## src/logic/axi_pkg.sv

```systemverilog
package axi_pkg;

    // channel widths
    localparam int AXI_ADDR_BITS  = 32;
    localparam int AXI_DATA_BITS  = 32;
    localparam int AXI_STRB_BITS  = AXI_DATA_BITS / 8;
    localparam int AXI_ID_BITS    = 8;
    localparam int AXI_LEN_BITS   = 4;
    localparam int AXI_BURST_BITS = 2;
    localparam int AXI_SIZE_BITS  = 3;
    localparam int AXI_RESP_BITS  = 2;

    // response codes, only okay is ever returned
    localparam logic [AXI_RESP_BITS-1:0] AXI_RESP_OKAY = 2'b00;

    // burst encodings
    localparam logic [AXI_BURST_BITS-1:0] AXI_BURST_INCR = 2'b01;

    // slave transaction phases
    localparam int AXI_SLV_STATE_BITS = 2;
    localparam logic [AXI_SLV_STATE_BITS-1:0] AXI_SLV_IDLE = 2'h0;
    localparam logic [AXI_SLV_STATE_BITS-1:0] AXI_SLV_RD   = 2'h1;
    localparam logic [AXI_SLV_STATE_BITS-1:0] AXI_SLV_WR   = 2'h2;
    localparam logic [AXI_SLV_STATE_BITS-1:0] AXI_SLV_RESP = 2'h3;

endpackage
```

## src/logic/sram_pkg.sv

```systemverilog
package sram_pkg;

    // macro geometry
    localparam int SRAM_A_BITS  = 14;
    localparam int SRAM_DEPTH   = 1 << SRAM_A_BITS;
    localparam int SRAM_D_BITS  = 32;
    localparam int SRAM_WE_BITS = SRAM_D_BITS / 8;

    // byte offset inside a word, and what is left above the word index
    localparam int SRAM_OFF_BITS    = 2;
    localparam int SRAM_UNUSED_BITS = axi_pkg::AXI_ADDR_BITS - SRAM_A_BITS - SRAM_OFF_BITS;

    // bus address seen either whole or split for the macro
    // upper bits are dropped, so memory repeats across the space
    typedef union packed {
        logic [axi_pkg::AXI_ADDR_BITS-1:0] raw;
        struct packed {
            logic [SRAM_UNUSED_BITS-1:0] unused;
            logic [SRAM_A_BITS-1:0]      word;
            logic [SRAM_OFF_BITS-1:0]    byte_off;
        } fields;
    } sram_addr_u;

endpackage

```

## src/logic/sram_axi_slave.sv

```systemverilog
`timescale 1ns/1ps

module sram_axi_slave (
    input  logic                                 clk,
    input  logic                                 rst,

    // write address
    input  logic [axi_pkg::AXI_ID_BITS-1:0]      awid_i,
    input  logic [axi_pkg::AXI_ADDR_BITS-1:0]    awaddr_i,
    input  logic [axi_pkg::AXI_LEN_BITS-1:0]     awlen_i,
    input  logic [axi_pkg::AXI_SIZE_BITS-1:0]    awsize_i,
    input  logic [axi_pkg::AXI_BURST_BITS-1:0]   awburst_i,
    input  logic                                 awvalid_i,
    output logic                                 awready_o,

    // write data
    input  logic [axi_pkg::AXI_DATA_BITS-1:0]    wdata_i,
    input  logic [axi_pkg::AXI_STRB_BITS-1:0]    wstrb_i,
    input  logic                                 wlast_i,
    input  logic                                 wvalid_i,
    output logic                                 wready_o,

    // write response
    output logic [axi_pkg::AXI_ID_BITS-1:0]      bid_o,
    output logic [axi_pkg::AXI_RESP_BITS-1:0]    bresp_o,
    output logic                                 bvalid_o,
    input  logic                                 bready_i,

    // read address
    input  logic [axi_pkg::AXI_ID_BITS-1:0]      arid_i,
    input  logic [axi_pkg::AXI_ADDR_BITS-1:0]    araddr_i,
    input  logic [axi_pkg::AXI_LEN_BITS-1:0]     arlen_i,
    input  logic [axi_pkg::AXI_SIZE_BITS-1:0]    arsize_i,
    input  logic [axi_pkg::AXI_BURST_BITS-1:0]   arburst_i,
    input  logic                                 arvalid_i,
    output logic                                 arready_o,

    // read data
    output logic [axi_pkg::AXI_ID_BITS-1:0]      rid_o,
    output logic [axi_pkg::AXI_DATA_BITS-1:0]    rdata_o,
    output logic [axi_pkg::AXI_RESP_BITS-1:0]    rresp_o,
    output logic                                 rlast_o,
    output logic                                 rvalid_o,
    input  logic                                 rready_i,

    // sram pins
    output logic [sram_pkg::SRAM_A_BITS-1:0]      sram_a_o,
    output logic [sram_pkg::SRAM_D_BITS-1:0]      sram_di_o,
    output logic [sram_pkg::SRAM_WE_BITS-1:0]     sram_web_o,
    output logic                                 sram_cs_o,
    output logic                                 sram_oe_o,
    input  logic [sram_pkg::SRAM_D_BITS-1:0]      sram_do_i
);

    // size and burst type are taken but every burst runs as INCR by words

    logic [axi_pkg::AXI_SLV_STATE_BITS-1:0] state;
    logic [axi_pkg::AXI_SLV_STATE_BITS-1:0] next_state;

    logic awhns;
    logic arhns;
    logic whns;
    logic rhns;
    logic bhns;
    logic rdfin;
    logic wrfin;
    logic is_idle;
    logic xfer_end;
    logic accept;

    sram_pkg::sram_addr_u aw_addr;
    sram_pkg::sram_addr_u ar_addr;

    logic [axi_pkg::AXI_ID_BITS-1:0]  id_r;
    logic [axi_pkg::AXI_LEN_BITS-1:0] len_r;
    logic [axi_pkg::AXI_LEN_BITS-1:0] cnt;
    logic [sram_pkg::SRAM_A_BITS-1:0] addr_r;

    always_comb begin
        aw_addr.raw = awaddr_i;
        ar_addr.raw = araddr_i;
    end

    assign awhns = awvalid_i & awready_o;
    assign arhns = arvalid_i & arready_o;
    assign whns  = wvalid_i & wready_o;
    assign rhns  = rvalid_o & rready_i;
    assign bhns  = bvalid_o & bready_i;
    assign rdfin = rhns & rlast_o;
    assign wrfin = whns & wlast_i;

    // a new address may come in while idle or on the closing handshake
    assign is_idle  = (state == axi_pkg::AXI_SLV_IDLE);
    assign xfer_end = rdfin | bhns;
    assign accept   = is_idle | xfer_end;

    // write wins when both address channels are valid
    assign awready_o = accept;
    assign arready_o = accept & ~awvalid_i;
    assign wready_o  = (state == axi_pkg::AXI_SLV_WR);
    assign rvalid_o  = (state == axi_pkg::AXI_SLV_RD);
    assign bvalid_o  = (state == axi_pkg::AXI_SLV_RESP);

    assign rlast_o = rvalid_o & (cnt == len_r);
    assign rdata_o = sram_do_i;
    assign rid_o   = id_r;
    assign bid_o   = id_r;
    assign rresp_o = axi_pkg::AXI_RESP_OKAY;
    assign bresp_o = axi_pkg::AXI_RESP_OKAY;

    always_ff @(posedge clk or negedge rst) begin
        if (!rst) begin
            state <= axi_pkg::AXI_SLV_IDLE;
        end else begin
            state <= next_state;
        end
    end

    always_comb begin
        next_state = state;
        case (state)
            axi_pkg::AXI_SLV_WR: begin
                if (wrfin) begin
                    next_state = axi_pkg::AXI_SLV_RESP;
                end
            end
            default: begin
                // idle, or read and response phases once they close
                if (awhns) begin
                    next_state = axi_pkg::AXI_SLV_WR;
                end else if (arhns) begin
                    next_state = axi_pkg::AXI_SLV_RD;
                end else if (accept) begin
                    next_state = axi_pkg::AXI_SLV_IDLE;
                end
            end
        endcase
    end

    // beat counter for rlast
    always_ff @(posedge clk or negedge rst) begin
        if (!rst) begin
            cnt <= '0;
        end else if (arhns) begin
            cnt <= '0;
        end else if (rhns) begin
            cnt <= cnt + 1'b1;
        end
    end

    // request fields and running word address
    always_ff @(posedge clk) begin
        if (awhns) begin
            id_r   <= awid_i;
            len_r  <= awlen_i;
            addr_r <= aw_addr.fields.word;
        end else if (arhns) begin
            id_r   <= arid_i;
            len_r  <= arlen_i;
            addr_r <= ar_addr.fields.word;
        end else if (whns | rhns) begin
            // wraps at the top of the macro
            addr_r <= addr_r + 1'b1;
        end
    end

    // read ahead on an accepted beat, else re-read the same word
    always_comb begin
        if (accept) begin
            sram_a_o = ar_addr.fields.word;
        end else if (rhns) begin
            sram_a_o = addr_r + 1'b1;
        end else begin
            sram_a_o = addr_r;
        end
    end

    always_comb begin
        case (state)
            axi_pkg::AXI_SLV_RD: begin
                sram_cs_o = rdfin ? arhns : 1'b1;
                sram_oe_o = rdfin ? arhns : 1'b1;
            end
            axi_pkg::AXI_SLV_WR: begin
                sram_cs_o = whns;
                sram_oe_o = 1'b0;
            end
            default: begin
                sram_cs_o = arhns;
                sram_oe_o = arhns;
            end
        endcase
    end

    // strobes become low enables only on a transferred beat
    assign sram_web_o = whns ? ~wstrb_i : '1;
    assign sram_di_o  = wdata_i;

endmodule

```

## config.mk

```make
export PLATFORM = sky130hd
export DESIGN_NAME = sram_axi_slave
export DESIGN_NICKNAME = d
export VERILOG_FILES = /design/src/logic/axi_pkg.sv /design/src/logic/sram_pkg.sv /design/src/logic/sram_axi_slave.sv
export SDC_FILE = /design/constraint.sdc
export NUM_CORES = 1
export LEC_CHECK = 0
export ABC_AREA = 1
export BUFFER_PORTS_ARGS = -buffer_cell sky130_fd_sc_hd__buf_2
export CAP_MARGIN = 0
export CORE_MARGIN = 2
export CORE_UTILIZATION = 25
export DETAILED_ROUTE_END_ITERATION = 6
export GPL_TIMING_DRIVEN = 0
export MAX_ROUTING_LAYER = met4
export PLACE_DENSITY = 0.57
export SLEW_MARGIN = 5
export SYNTH_ARGS = -nofsm -noshare
export SYNTH_HDL_FRONTEND = slang
export SYNTH_SLANG_ARGS = --single-unit
```

## constraint.sdc

```tcl
create_clock -name clk -period 2.56 [get_ports clk]
set_clock_uncertainty 0.05 [all_clocks]
set_input_delay 0 -clock clk [delete_from_list [all_inputs] [get_ports clk]]
set_output_delay 0 -clock clk [all_outputs]
set_load 0.02 [all_outputs]
```

==> metrics.cfg <==
[place]
hpwl_um = 7780
portBuffers = 168
placedCellCount = 772
dpl_cell_area_mm2 = 0.00417
place_congestion = 0.894

[worst_setup_path]
worst-path-buf-inv = 4
slowest_stage = dlygate4sd3_1
reg2reg_to = len_r[3]
cp_num_cells = 11
required_ns = 2.65
setup.worst_path.start = state[1]
arrival_ns = 2.44
path_class = reg2reg
rrSetupSlack_ns = 0.21
cp_cell_sequence = inv_2 > ha_4 > nand2_1 > nor2_2 > nand4_1 > nand2_2 > buf_6 > buf_6 > nand3_1 > nand2_1 > dlygate4sd3_1
max_stage_delay_ns = 0.54
cp_max_fo = 10
crit_family = buffers and inverters
crit_end = len_r[3]
rr_worst_depth = 11
start_kind = flop
r2r-start = state[1]
end_kind = flop

[synthesis]
syn_area_mm2 = 0.00311
yosys.area.top_type = edfxtp_1
synth_edf_count = 26
synth-seq-cells = 32
synthTopCellsByArea = edfxtp_1 (25%), buf_4 (19%), nand2_1 (16%)
yosysWarningCount = 0
ys_types = 30
synthTopCellsByCount = nand2_1 (132), buf_4 (78), nand3_1 (53), inv_1 (39), edfxtp_1 (26)
synthFlopType = edfxtp_1
syn_inst = 433
ys_seq_area_share_pct = 29.9
post-synth-top-count-cell = nand2_1
async_reset_ff_share_pct = 18.8
syn_area_per_cell_um2 = 7.18
synth_top_area_share_pct = 25.1

[clocking]
h-tree-depth = 2
cts_root_buffer = clkbuf_16
cts_sinks = 32
clkLatencyLatePin_ns = 0.28
ctsLongestPathBuffers = 2
post-cts-setup-buffer-count = 0
cts_tree = built
path_clk_slew_ns = 0.06
numCtsBuffers = 5

[timing]
maxSlewHeadroom_pct = 55.9
max_freq_mhz = 426
fin_crit_ns = 2.35
rsz0062_at_grt = false
period_share_pct = 91.7
setup_viol = 0
holdWs_ns = -0.00515
finalMaxSlewViolations = 0
tightest_slew_ns = 0.661
hold_viol = 2

[power]
power_density_mw_per_mm2 = 1080
pwr-share-seq_pct = 22.8
share_comb_of_total_power_pct = 65.4
clkPwrFrac_pct = 11.8
peakVddDrop_mv = 0.420
p_int_mw = 2.50
power_mw = 5.01
swShare_pct = 50.0
p_leak_nw = 2.54
p_sw_mw = 2.51

[layout]
instances_no_fill = 808
nets = 819
design_area_mm2 = 0.00462
diodes = 0
multi_input_area_mm2 = 0.00135
regArea_um2 = 931
drive_gt1_share_pct = 44.2
nFillCells = 1271
area_growth_pct = 48.6

[floorplan]
start_util_pct = 25.8
die_x_um = 116
rows = 40
core_area_mm2 = 0.0121
fp.dieH_um = 116
dieArea_mm2 = 0.0134
io_pins = 284

[detailed_routing]
drt-wirelength-per-cell_um = 12.4
drc = 0
dr.first_iter.drc_count = 122
drt-total-wl_um = 10000
vias_per_cell = 4.21
ant_nets = 0
dr_total_vias = 3400
dr.pass1.iters = 4

[outcome]
violations = hold timing
run_status = complete, but fails checks

[flow_run]
drv_cap = 0

[grt]
grt_max_degree = 15
grt_first_pass_wirelength_um = 14700
grt_pass1_vias = 3153
overflow = 0
grt.total_usage_pct = 14.5
antenna_found_initial = 0

[min_path]
hold_class = in2reg

## worst reg2reg max path: stages (launching register included)
cell and delay, ns:
dfrtp_1 0.43, inv_2 0.10, ha_4 0.15, nand2_1 0.06
nor2_2 0.11, nand4_1 0.16, nand2_2 0.12, buf_6 0.17
buf_6 0.17, nand3_1 0.07, nand2_1 0.07, dlygate4sd3_1 0.54
## cells by family (layout without fill, tap and decap cells)
logic type	count (synthesis)	in the layout	synth area share (%)
XOR/XNOR	12	12	3.38
flip-flops	32	32	29.9
AO/OA/AOI/OAI	18	18	4.14
AND/OR/NAND/NOR	228	228	32.2
other	1	4	0.121
buffers and inverters	136	340	27.8
adder cells (fa/ha/maj)	6	6	2.41
## stage by stage
| step | setup slack, ns | TNS, ns | util [%] |
|---|---|---|---|
| after global placement | -0.0611 | -0.844 | 34.6 |
| after CTS | 0.0615 | 0 | 38.2 |
| after detailed placement | -0.139 | -1.93 | 34.6 |
| final | 0.213 | 0 | 38.3 |
| after floorplan | 0.328 | 0 | - |
| after global routing | 0.0227 | 0 | 38.3 |
## area by class of cell
| cell class | count | area share (%) |
|---|---|---|
| flip-flops and latches | 32 | 20.1 |
| inverters | 41 | 3.33 |
| clock buffers | 5 | 2.71 |
| clock inverters | 3 | 0.406 |
| multi-input cells | 268 | 29.1 |
| repair buffers | 196 | 24.3 |
| plain buffers | 95 | 15.5 |
| well taps | 168 | 4.55 |
## cell usage in the layout (no fill, tap or decap), drive strengths merged
cell type	synthesis	routed
inv	41	41
conb	1	4
buf	91	259
a21boi	1	1
or2	2	2
clkbuf	4	9
nand2	134	134
o211ai	5	5
nand4	17	17
nor2	15	15
dlygate4sd3	0	28
clkinv	0	3
edfxtp	26	26
dfrtp	6	6
o21ai	10	10
a21oi	2	2
nand3	54	54
ha	6	6
nor3	5	5
xor2	12	12
and2	1	1
## power groups by stage
stage | logic [mW] | registers (mW) | clock network, mW
3_3_place_gp | 3.19 | 1.14 | 0
5_1_grt | 3.64 | 1.17 | 0.622
4_1_cts | 3.28 | 1.14 | 0.598
6_report | 3.28 | 1.14 | 0.589
3_5_place_dp | 3.22 | 1.14 | 0
2_1_floorplan | 2.24 | 1.16 | 0
## metal layers
metal | global-route usage (%) | vias up | share of wire [%] | routed length [um]
met2 | 25.7 | 182 | 48 | 4820
li1 | - | 1726 | - | -
met4 | 2.81 | 0 | 0.47 | 47
met1 | 17.6 | 1490 | 43 | 4330
met3 | 1.88 | 2 | 8.0 | 796
met5 | - | - | 0 | 0
## state kept, by name, summed over array words and instances, names as in the netlist
| name | cells |
|---|---|
| len_r | 4 |
| state | 2 |
| cnt | 4 |
| addr_r | 14 |
| bid_o | 8 |
## repair_timing
action                                 CTS  global route
resized for setup                        1             5
endpoints found under the hold margin   22             0
setup endpoints to repair               14            28
pin swaps                                0             1
hold buffers                            28             0
## worst min path at each step
stage,to,cells after the start,slack (ns),from
after floorplan,cnt[0],0,-0.35,rst
after global placement,state[0],1,-0.22,rst
after detailed placement,state[0],1,-0.21,rst
after CTS,bid_o[6],3,0.0008,awid_i[6]
after global routing,bid_o[6],3,0.009,awid_i[6]
final,bid_o[6],3,-0.005,awid_i[6]
(Power assumes the default switching activity.)
